**src/hdl/rpg_pkg.sv**
```systemverilog
/*
 * Shared types and game constants for the RPG action engine.
 * Imported by every RTL block and by the testbench reference model.
 */
`default_nettype none

package rpg_pkg;

    // ##############################
    // game constants
    // ##############################
    localparam int unsigned ATTR_MAX        = 65535;
    localparam int unsigned EXP_NEED_EASY   = 4095;
    localparam int unsigned EXP_NEED_NORMAL = 16383;
    localparam int unsigned EXP_NEED_HARD   = 32767;
    localparam int unsigned TYPE_C_TARGET   = 16383;
    localparam int unsigned TYPE_D_BASE     = 3000;
    localparam int unsigned TYPE_D_CAP      = 2047;
    localparam int unsigned BATTLE_STEP     = 2048;

    // ##############################
    // scalar and enum types
    // ##############################
    // one attribute or skill cost
    typedef logic [15:0] attr_t;

    typedef enum logic [1:0] {level_up, battle, use_skill} act_t;
    typedef enum logic [1:0] {easy, normal, hard} mode_t;
    typedef enum logic [1:0] {type_a, type_b, type_c, type_d} training_t;

    // codes 1, 6 and 7 unused here
    typedef enum logic [2:0] {
        no_warn  = 3'd0,
        exp_warn = 3'd2,
        hp_warn  = 3'd3,
        mp_warn  = 3'd4,
        sat_warn = 3'd5
    } warn_t;

    typedef enum logic [1:0] {idle, sort, calc, done} ctrl_state_t;

    // ##############################
    // records
    // ##############################
    // mp..defense map to sorter index 0..3
    typedef struct packed {
        attr_t exp;
        attr_t mp;
        attr_t hp;
        attr_t attack;
        attr_t defense;
    } player_t;

    typedef struct packed {
        attr_t attack;
        attr_t defense;
        attr_t hp;
    } monster_t;

    typedef struct packed {
        act_t        act;
        training_t   training;
        mode_t       mode;
        player_t     player;
        monster_t    monster;
        attr_t [3:0] skill_cost;
    } rpg_req_t;

    // value in the upper bits, so ties fall back to the index
    typedef struct packed {
        attr_t      value;
        logic [1:0] idx;
    } tagged_attr_t;

    // slot 0 holds the smallest entry
    typedef tagged_attr_t [3:0] sort_list_t;

    typedef struct packed {
        player_t player;
        warn_t   warn;
    } unit_result_t;

endpackage

`default_nettype wire

```
**src/hdl/attr_sorter.sv**
```systemverilog
/*
 * Four-input stable sorting network, purely combinational.
 * Tags each value with its input index, outputs ascending order.
 */
`timescale 1ns/1ns
`default_nettype none

module attr_sorter (
    input  rpg_pkg::attr_t [3:0] vals,
    output rpg_pkg::sort_list_t  sorted
);
    import rpg_pkg::*;

    sort_list_t tagged_in;
    sort_list_t layer0;
    sort_list_t layer1;

    // compare-exchange halves
    function automatic tagged_attr_t lower(tagged_attr_t a, tagged_attr_t b);
        return (a > b) ? b : a;
    endfunction

    function automatic tagged_attr_t upper(tagged_attr_t a, tagged_attr_t b);
        return (a > b) ? a : b;
    endfunction

    always_comb begin
        // tag with input position
        for (int i = 0; i < 4; i++) begin
            tagged_in[i].value = vals[i];
            tagged_in[i].idx   = 2'(i);
        end

        // layer 0, pairs (0,2) and (1,3)
        layer0[0] = lower(tagged_in[0], tagged_in[2]);
        layer0[2] = upper(tagged_in[0], tagged_in[2]);
        layer0[1] = lower(tagged_in[1], tagged_in[3]);
        layer0[3] = upper(tagged_in[1], tagged_in[3]);

        // layer 1, pairs (0,1) and (2,3)
        layer1[0] = lower(layer0[0], layer0[1]);
        layer1[1] = upper(layer0[0], layer0[1]);
        layer1[2] = lower(layer0[2], layer0[3]);
        layer1[3] = upper(layer0[2], layer0[3]);

        // layer 2, middle pair only
        sorted[0] = layer1[0];
        sorted[1] = lower(layer1[1], layer1[2]);
        sorted[2] = upper(layer1[1], layer1[2]);
        sorted[3] = layer1[3];
    end

endmodule

`default_nettype wire

```
**src/hdl/battle_unit.sv**
```systemverilog
/*
 * Battle action, combinational.
 * Damage both ways, outcome, then reward or penalty with clamping.
 */
`timescale 1ns/1ns
`default_nettype none

module battle_unit (
    input  rpg_pkg::rpg_req_t     req_q,
    output rpg_pkg::unit_result_t result
);
    import rpg_pkg::*;

    player_t  ply;
    monster_t mon;
    attr_t    dmg_to_player;
    attr_t    dmg_to_monster;
    logic     lose;
    logic     win;

    // penalty step, floor at zero
    function automatic attr_t floor_step(attr_t v);
        return (v < attr_t'(BATTLE_STEP)) ? '0 : v - attr_t'(BATTLE_STEP);
    endfunction

    // reward step, ceiling at ATTR_MAX
    function automatic attr_t ceil_step(attr_t v);
        logic [16:0] s;
        s = 17'(v) + 17'(BATTLE_STEP);
        return s[16] ? attr_t'(ATTR_MAX) : s[15:0];
    endfunction

    assign ply = req_q.player;
    assign mon = req_q.monster;

    // ##############################
    // damage and outcome
    // ##############################
    always_comb begin
        dmg_to_player  = (mon.attack > ply.defense) ? mon.attack - ply.defense : '0;
        dmg_to_monster = (ply.attack > mon.defense) ? ply.attack - mon.defense : '0;
        // loss wins over a double knockout
        lose = (ply.hp <= dmg_to_player);
        win  = !lose && (mon.hp <= dmg_to_monster);
    end

    always_comb begin
        result.player = ply;
        result.warn   = no_warn;
        if (ply.hp == '0) begin
            result.warn = hp_warn;
        end else if (lose) begin
            result.player.hp      = '0;
            result.player.exp     = floor_step(ply.exp);
            result.player.attack  = floor_step(ply.attack);
            result.player.defense = floor_step(ply.defense);
            if (ply.exp < attr_t'(BATTLE_STEP) || ply.attack < attr_t'(BATTLE_STEP) ||
                ply.defense < attr_t'(BATTLE_STEP)) begin
                result.warn = sat_warn;
            end
        end else begin
            // tie and win both keep the reduced hp
            result.player.hp = ply.hp - dmg_to_player;
            if (win) begin
                result.player.exp = ceil_step(ply.exp);
                result.player.mp  = ceil_step(ply.mp);
                if (ply.exp > attr_t'(ATTR_MAX - BATTLE_STEP) ||
                    ply.mp > attr_t'(ATTR_MAX - BATTLE_STEP)) begin
                    result.warn = sat_warn;
                end
            end
        end
    end

endmodule

`default_nettype wire

```
**src/hdl/level_up_unit.sv**
```systemverilog
/*
 * Level Up action, combinational.
 * Reads the captured request and the sorted attributes, returns the new record.
 */
`timescale 1ns/1ns
`default_nettype none

module level_up_unit (
    input  rpg_pkg::rpg_req_t     req_q,
    input  rpg_pkg::sort_list_t   sorted_q,
    output rpg_pkg::unit_result_t result
);
    import rpg_pkg::*;

    attr_t [3:0]  cur;
    attr_t [3:0]  nxt;
    attr_t        exp_need;
    logic  [17:0] attr_sum;
    logic  [1:0]  rank   [4];
    logic  [11:0] room   [4];
    logic  [16:0] delta  [4];
    logic  [16:0] scaled [4];
    logic  [17:0] total  [4];
    logic  [3:0]  sat;

    // index 0..3 is mp, hp, attack, defense
    assign cur = {req_q.player.defense, req_q.player.attack,
                  req_q.player.hp, req_q.player.mp};

    // ##############################
    // per-attribute delta
    // ##############################
    always_comb begin
        attr_sum = 18'(cur[0]) + 18'(cur[1]) + 18'(cur[2]) + 18'(cur[3]);
        for (int i = 0; i < 4; i++) begin
            // rank = slot holding this index
            rank[i] = 2'd0;
            for (int s = 0; s < 4; s++) begin
                if (sorted_q[s].idx == 2'(i)) begin
                    rank[i] = 2'(s);
                end
            end
            room[i] = 12'((attr_t'(ATTR_MAX) - cur[i]) >> 4);

            case (req_q.training)
                type_a: delta[i] = 17'(attr_sum >> 3);
                type_b: begin
                    // two weakest pulled up to the upper two
                    if (rank[i] == 2'd0) begin
                        delta[i] = 17'(sorted_q[2].value - cur[i]);
                    end else if (rank[i] == 2'd1) begin
                        delta[i] = 17'(sorted_q[3].value - cur[i]);
                    end else begin
                        delta[i] = '0;
                    end
                end
                type_c: begin
                    delta[i] = (cur[i] < attr_t'(TYPE_C_TARGET)) ?
                               17'(attr_t'(TYPE_C_TARGET) - cur[i]) : '0;
                end
                default: begin
                    // type_d, capped bonus on top of the base
                    delta[i] = 17'(TYPE_D_BASE) +
                               ((room[i] > 12'(TYPE_D_CAP)) ? 17'(TYPE_D_CAP) : 17'(room[i]));
                end
            endcase

            // mode scaling by quarters
            case (req_q.mode)
                easy:    scaled[i] = delta[i] - (delta[i] >> 2);
                hard:    scaled[i] = delta[i] + (delta[i] >> 2);
                default: scaled[i] = delta[i];
            endcase

            total[i] = 18'(cur[i]) + 18'(scaled[i]);
            sat[i]   = (total[i] > 18'(ATTR_MAX));
            nxt[i]   = sat[i] ? attr_t'(ATTR_MAX) : total[i][15:0];
        end
    end

    // ##############################
    // exp gate and result
    // ##############################
    always_comb begin
        case (req_q.mode)
            easy:    exp_need = attr_t'(EXP_NEED_EASY);
            normal:  exp_need = attr_t'(EXP_NEED_NORMAL);
            default: exp_need = attr_t'(EXP_NEED_HARD);
        endcase
    end

    always_comb begin
        result.player = req_q.player;
        if (req_q.player.exp < exp_need) begin
            // record stays untouched
            result.warn = exp_warn;
        end else begin
            result.player.mp      = nxt[0];
            result.player.hp      = nxt[1];
            result.player.attack  = nxt[2];
            result.player.defense = nxt[3];
            result.warn           = (|sat) ? sat_warn : no_warn;
        end
    end

endmodule

`default_nettype wire

```
**src/hdl/rpg_ctrl.sv**
```systemverilog
/*
 * Request sequencer: idle, sort, calc, done.
 * Fixed three-cycle latency from strobe to out_valid, one request in flight.
 */
`timescale 1ns/1ns
`default_nettype none

module rpg_ctrl (
    input  logic                  clk,
    input  logic                  rst_n,
    input  logic                  req_valid,
    input  rpg_pkg::rpg_req_t     req,
    input  rpg_pkg::unit_result_t lvl_res,
    input  rpg_pkg::unit_result_t bat_res,
    input  rpg_pkg::unit_result_t skl_res,
    output rpg_pkg::rpg_req_t     req_q,
    output rpg_pkg::sort_list_t   sorted_q,
    output logic                  out_valid,
    output rpg_pkg::warn_t        warn_msg,
    output logic                  complete,
    output rpg_pkg::player_t      player_out
);
    import rpg_pkg::*;

    ctrl_state_t  state;
    ctrl_state_t  state_nxt;
    attr_t [3:0]  sort_in;
    sort_list_t   sort_out;
    unit_result_t res_sel;
    unit_result_t res_q;

    // ##############################
    // FSM
    // ##############################
    always_ff @(posedge clk or negedge rst_n) begin
        if (!rst_n) begin
            state <= idle;
        end else begin
            state <= state_nxt;
        end
    end

    // strobes outside idle are dropped
    always_comb begin
        state_nxt = state;
        case (state)
            idle:    state_nxt = req_valid ? sort : idle;
            sort:    state_nxt = calc;
            calc:    state_nxt = done;
            default: state_nxt = idle;
        endcase
    end

    // ##############################
    // sorter feed
    // ##############################
    always_comb begin
        case (req_q.act)
            level_up: begin
                sort_in = {req_q.player.defense, req_q.player.attack,
                           req_q.player.hp, req_q.player.mp};
            end
            use_skill: sort_in = req_q.skill_cost;
            default:   sort_in = '0;
        endcase
    end

    attr_sorter i_sorter (
        .vals   (sort_in),
        .sorted (sort_out)
    );

    // pick the unit that matches the action
    always_comb begin
        case (req_q.act)
            level_up:  res_sel = lvl_res;
            battle:    res_sel = bat_res;
            use_skill: res_sel = skl_res;
            default:   res_sel = '{player: req_q.player, warn: no_warn};
        endcase
    end

    // ##############################
    // datapath registers
    // ##############################
    always_ff @(posedge clk) begin
        if (state == idle && req_valid) begin
            req_q <= req;
        end
        if (state == sort) begin
            sorted_q <= sort_out;
        end
        if (state == calc) begin
            res_q <= res_sel;
        end
        if (state == done) begin
            player_out <= res_q.player;
        end
    end

    // ##############################
    // output strobe
    // ##############################
    always_ff @(posedge clk or negedge rst_n) begin
        if (!rst_n) begin
            out_valid <= 1'b0;
            warn_msg  <= no_warn;
            complete  <= 1'b0;
        end else if (state == done) begin
            out_valid <= 1'b1;
            warn_msg  <= res_q.warn;
            complete  <= (res_q.warn == no_warn);
        end else begin
            // single-cycle pulse, flags idle otherwise
            out_valid <= 1'b0;
            warn_msg  <= no_warn;
            complete  <= 1'b0;
        end
    end

endmodule

`default_nettype wire

```
**src/hdl/rpg_top.sv**
```systemverilog
/*
 * Top level of the RPG action engine.
 * Strobe a packed request in, get one out_valid pulse three cycles later.
 */
`timescale 1ns/1ns
`default_nettype none

module rpg_top (
    input  logic              clk,
    input  logic              rst_n,
    input  logic              req_valid,
    input  rpg_pkg::rpg_req_t req,
    output logic              out_valid,
    output rpg_pkg::warn_t    warn_msg,
    output logic              complete,
    output rpg_pkg::player_t  player_out
);
    import rpg_pkg::*;

    // captured request and its sorted list
    rpg_req_t     req_q;
    sort_list_t   sorted_q;
    // one candidate result per action
    unit_result_t lvl_res;
    unit_result_t bat_res;
    unit_result_t skl_res;

    rpg_ctrl i_ctrl (
        .clk        (clk),
        .rst_n      (rst_n),
        .req_valid  (req_valid),
        .req        (req),
        .lvl_res    (lvl_res),
        .bat_res    (bat_res),
        .skl_res    (skl_res),
        .req_q      (req_q),
        .sorted_q   (sorted_q),
        .out_valid  (out_valid),
        .warn_msg   (warn_msg),
        .complete   (complete),
        .player_out (player_out)
    );

    level_up_unit i_level_up (.req_q(req_q), .sorted_q(sorted_q), .result(lvl_res));

    battle_unit i_battle (.req_q(req_q), .result(bat_res));

    skill_unit i_skill (.req_q(req_q), .sorted_q(sorted_q), .result(skl_res));

endmodule

`default_nettype wire

```
**src/hdl/skill_unit.sv**
```systemverilog
/*
 * Use Skill action, combinational.
 * Spends mp on as many of the cheapest skills as fit.
 */
`timescale 1ns/1ns
`default_nettype none

module skill_unit (
    input  rpg_pkg::rpg_req_t     req_q,
    input  rpg_pkg::sort_list_t   sorted_q,
    output rpg_pkg::unit_result_t result
);
    import rpg_pkg::*;

    logic [17:0] psum [4];
    attr_t       spend;

    // running cost of the k+1 cheapest skills
    always_comb begin
        psum[0] = 18'(sorted_q[0].value);
        for (int k = 1; k < 4; k++) begin
            psum[k] = psum[k-1] + 18'(sorted_q[k].value);
        end
    end

    always_comb begin
        // sums only grow, last fit is the largest
        spend = '0;
        for (int k = 0; k < 4; k++) begin
            if (psum[k] <= 18'(req_q.player.mp)) begin
                spend = psum[k][15:0];
            end
        end

        result.player = req_q.player;
        if (psum[0] > 18'(req_q.player.mp)) begin
            result.warn = mp_warn;
        end else begin
            result.player.mp = req_q.player.mp - spend;
            result.warn      = no_warn;
        end
    end

endmodule

`default_nettype wire

```
**config.mk**
```make
export PLATFORM = sky130hd
export DESIGN_NAME = rpg_top
export DESIGN_NICKNAME = d
export VERILOG_FILES = /design/src/hdl/rpg_pkg.sv /design/src/hdl/attr_sorter.sv /design/src/hdl/battle_unit.sv /design/src/hdl/level_up_unit.sv /design/src/hdl/rpg_ctrl.sv /design/src/hdl/rpg_top.sv /design/src/hdl/skill_unit.sv
export SDC_FILE = /design/constraint.sdc
export NUM_CORES = 2
export LEC_CHECK = 0
export ABC_CLOCK_PERIOD_IN_PS = 11900
export BUFFER_PORTS_ARGS = -buffer_cell sky130_fd_sc_hd__clkbuf_2
export CAP_MARGIN = 40
export CORE_MARGIN = 4
export CORE_UTILIZATION = 60
export CTS_CLUSTER_DIAMETER = 100
export DETAILED_ROUTE_END_ITERATION = 10
export PLACE_DENSITY_LB_ADDON = 0.12
export SYNTH_ARGS = -nofsm -noshare
export SYNTH_HDL_FRONTEND = slang
export SYNTH_SLANG_ARGS = --single-unit
```
**constraint.sdc**
```tcl
create_clock -name clk -period 11.9 [get_ports clk]
set_clock_uncertainty 0.15 [all_clocks]
set_input_delay 0.595 -clock clk [delete_from_list [all_inputs] [get_ports clk]]
set_output_delay 0.595 -clock clk [all_outputs]
set_load 0.02 [all_outputs]
```
==> results.md <==
GRT:
- The number of global-route vias before repair is 41,500.
- The total grt overflow is 0.
- Global routing used between 40 and 50% of the available tracks across all layers.
- The maximum number of pins on one net before global-route repair is 89.
- The wire length of the first global-routing pass is around 260,000 um.
- The initial antenna violation count is 6.

Route:
- The via density per instance is about 6.6.
- The wire length per cell is approximately 26 um.
- In this run the remaining antenna-violating nets after routing total 0.
- Summing over every cut layer, the via total after detailed routing is about 44,000.
- After the first detailed-routing iteration, the DRC count stood at between 5,000 and 6,000.
- The number of remaining DRC errors is 0.
- The first detailed-routing pass ran for 8 iterations.
- For this block, the routed nets add up to about 170,000 um of wire.

Timing:
- For the pin with the worst max-slew slack, the measured transition is roughly 1000 ps.
- The final hold violation count is 0.
- The total negative slack for setup checks is 0 ps.
- The final max-slew violation count was 0.
- The final critical delay including setup and external delays is 10,790 ps.
- The worst pin sits at a relative slew slack of between 30% and 40%.
- The worst path setup slack after routing is approximately 1100 ps.
- The maximum operating frequency is between 90 and 100 MHz.
- Setup violations remaining at the end of the flow were counted as 0.
- Setup repair after global routing left no endpoint under its margin.
- Dividing the final minimum period by the clock period gives between 90% and 100%.

Place:
- Prior to clock tree synthesis, the placed netlist has a worst setup slack of about 1600 ps.
- The half-perimeter wire length of the detailed placement result is about 130,000 um.
- The routability congestion estimate is about 1.1.
- The number of port buffers is between 200 and 300.

Logic synthesis:
- After synthesis the cells add up to ~46,000 sq um.
- The library cell with the largest summed area after synthesis is sky130_fd_sc_hd__edfxtp_1.
- The top flip-flop cell by instance count after synthesis is sky130_fd_sc_hd__edfxtp_1.
- The number of distinct library cells after synthesis is a little over 100.
- The dominant cell by count in the synthesized netlist is sky130_fd_sc_hd__ha_1.
- The top-area cell type share of the netlist area is between 20% and 30%.
- The count of warnings emitted by yosys is 0.
- Of all flip-flops after synthesis, the portion carrying an async set or reset was under 10%.
- A synthesized cell averages just under 9 sq um.
- After technology mapping, the gate count stands at around 5,200.
- Ranked by total cell area, the synthesized netlist is headed by sky130_fd_sc_hd__edfxtp_1, sky130_fd_sc_hd__ha_1, sky130_fd_sc_hd__mux2i_1.
- The net count after synthesis is between 6,000 and 7,000.
- By count the netlist is led by sky130_fd_sc_hd__ha_1, sky130_fd_sc_hd__nor2_1, sky130_fd_sc_hd__edfxtp_1.
- The post-synthesis sequential element count is 438.
- The number of enable flip-flop cells after synthesis is between 400 and 500.
- The sequential element share of the synthesized area is 28.5%.

Setup path:
- The largest single stage delay on the critical path is 790 ps.
- At the worst endpoint, the arrival time is 11,000 ps.
- The worst setup path is captured at a flop.
- The maximum fanout along the worst path is 12.
- In this design, the critical path's most frequently occurring cell is sky130_fd_sc_hd__o21ai_0.
- For this design, the slowest cell found on the critical path is sky130_fd_sc_hd__a211oi_2.
- The buffer and inverter count on the worst path is 2.
- The required time of the critical path is about 12,000 ps.
- The setup path with the least slack is of type reg -> reg.
- STA classifies the critical path startpoint as a flop.
- The cell family contributing the most delay on the critical path is compound AO/OA/AOI/OAI gates.
- The setup check on the worst reg-to-reg path leaves a slack of between 1000 and 1500 ps.

CTS:
- Clock latency on the worst-skew pair, taken at its later pin, is 620 ps.
- The clock tree from TritonCTS is built.
- The number of setup buffers added after CTS is 0.
- The post-cts gate resize count is 0.
- The clock root buffer is sky130_fd_sc_hd__clkbuf_16.
- Buffers inserted to repair hold after CTS numbered 95.
- Clock-pin slew was measured on the worst setup and hold paths at 60 ps.
- The number of H-tree levels is 2.
- Clock tree synthesis found a total of ~440 sinks.
- The maximum buffer depth of the clock tree is 3.
- The number of buffers added by the clock tree synthesis step is 50.

Floorplanning:
- The total I/O pin count is between 200 and 300.
- The die height is between 200 and 300 um.
- The die footprint is 81,300 sq um.
- The width of the chip is between 200 and 300 um.
- The placeable core region is 76,100 sq um.
- Once the floorplan was initialized, standard cells occupied around 61% of the core.
- The floorplan has a little over 100 rows.

Layout:
- The share of cells above drive strength 1 is 10.5%.
- Counting the fill cells in the layout gives between 6,000 and 7,000.
- The number of nets in the finished design is roughly 6,500.
- The area growth from synthesis to layout is 12.7%.

Run status:
- The run finished with clean final reports.

Min path:
- The worst hold path belongs to the class in -> reg.

Run:
- The tool flagged a number of max-cap violations equal to 0.
==> final cells by class <==
type | count | area, sq um | area share (%)
Antenna cell | 2 | 5.00 | 0.00963
Clock buffer | 62 | 1350 | 2.59
Clock inverter | 29 | 390 | 0.751
Inverter | 423 | 1590 | 3.06
Multi-Input combinational cell | 4222 | 30900 | 59.4
Sequential cell | 438 | 13100 | 25.2
Tap cell | 1030 | 1290 | 2.48
Timing Repair Buffer | 495 | 3370 | 6.49
==> kinds of logic (layout without fill, tap and decap cells) <==
family          Yosys count  in the layout  share of synthesized area [%]
buf+inv                 587           1009                           4.83
fa+ha+maj               645            645                           18.1
mux                     253            253                           5.62
other cells               0              2                              0
flops                   438            438                           28.5
compound gates         1513           1513                           21.4
xor+xnor                315            315                           5.99
simple gates           1496           1496                           15.6
==> worst paths after layout <==
path	start	to	cells after the start
worst min-delay path	req[18]	i_ctrl.req_q[18]	1
max in group asynchronous	rst_n	i_ctrl.state[0]	2
min in group asynchronous	rst_n	i_ctrl.out_valid	2
worst min register to register	i_ctrl.res_q[9]	i_ctrl.player_out[6]	0
worst max register to register	i_ctrl.req_q[162]	i_ctrl.res_q[6]	39
worst max-delay path	i_ctrl.req_q[162]	i_ctrl.res_q[6]	39
==> sequential cells by signal, summed over array words and instances, names as in the netlist <==
name,count
i_ctrl.res_q,83
i_ctrl.req_q,198
i_ctrl.player_out,80
i_ctrl.state,2
i_ctrl.sorted_q,70
i_ctrl.warn_msg,3
i_ctrl.complete,1
i_ctrl.out_valid,1
==> metal layers <==
| layer | track usage, % | up-vias | wire [um] |
|---|---|---|---|
| li1 | - | 20200 | - |
| met1 | 55.2 | 20700 | 68800 |
| met2 | 61.5 | 2681 | 72000 |
| met3 | 10.3 | 562 | 22000 |
| met4 | 23.0 | 4 | 12000 |
| met5 | 0 | - | 31 |
==> layout by cell type (no fill, tap or decap), types with 52 or more instances in the layout <==
master	synthesis	routed
sky130_fd_sc_hd__xor2_1	95	95
sky130_fd_sc_hd__clkbuf_16	0	52
sky130_fd_sc_hd__xnor2_1	220	220
sky130_fd_sc_hd__a21o_1	124	124
sky130_fd_sc_hd__buf_4	0	101
sky130_fd_sc_hd__ha_1	606	603
sky130_fd_sc_hd__nor2b_1	76	76
sky130_fd_sc_hd__nand3_1	96	96
sky130_fd_sc_hd__o21a_1	75	75
sky130_fd_sc_hd__a21oi_1	400	400
sky130_fd_sc_hd__a21boi_0	55	55
sky130_fd_sc_hd__nor3_1	106	105
sky130_fd_sc_hd__a31oi_1	59	59
sky130_fd_sc_hd__nand2_1	375	375
sky130_fd_sc_hd__nand4_1	67	67
sky130_fd_sc_hd__mux2i_1	206	205
sky130_fd_sc_hd__dlygate4sd3_1	0	95
sky130_fd_sc_hd__o21ai_0	343	341
sky130_fd_sc_hd__edfxtp_1	431	431
sky130_fd_sc_hd__nor2_1	464	463
sky130_fd_sc_hd__clkbuf_2	1	285
sky130_fd_sc_hd__inv_1	420	420
==> per-stage QoR <==
stage / util [%] / hold WS (ps) / area (sq um) / std cells
after floorplan: - / 149 / 46100 / 5247
after detailed placement: 64.7 / 255 / 49200 / 6510
after global placement: 64.4 / 251 / 49000 / 6495
after CTS: 68.2 / 0.00999 / 51900 / 6696
final: 68.3 / 14.8 / 52000 / 6701
after global routing: 68.3 / 0.136 / 52000 / 6699
Power is left out: the tool's default activity adds up to more than one toggle a clock period on the data nets, which glitch-free logic cannot reach.
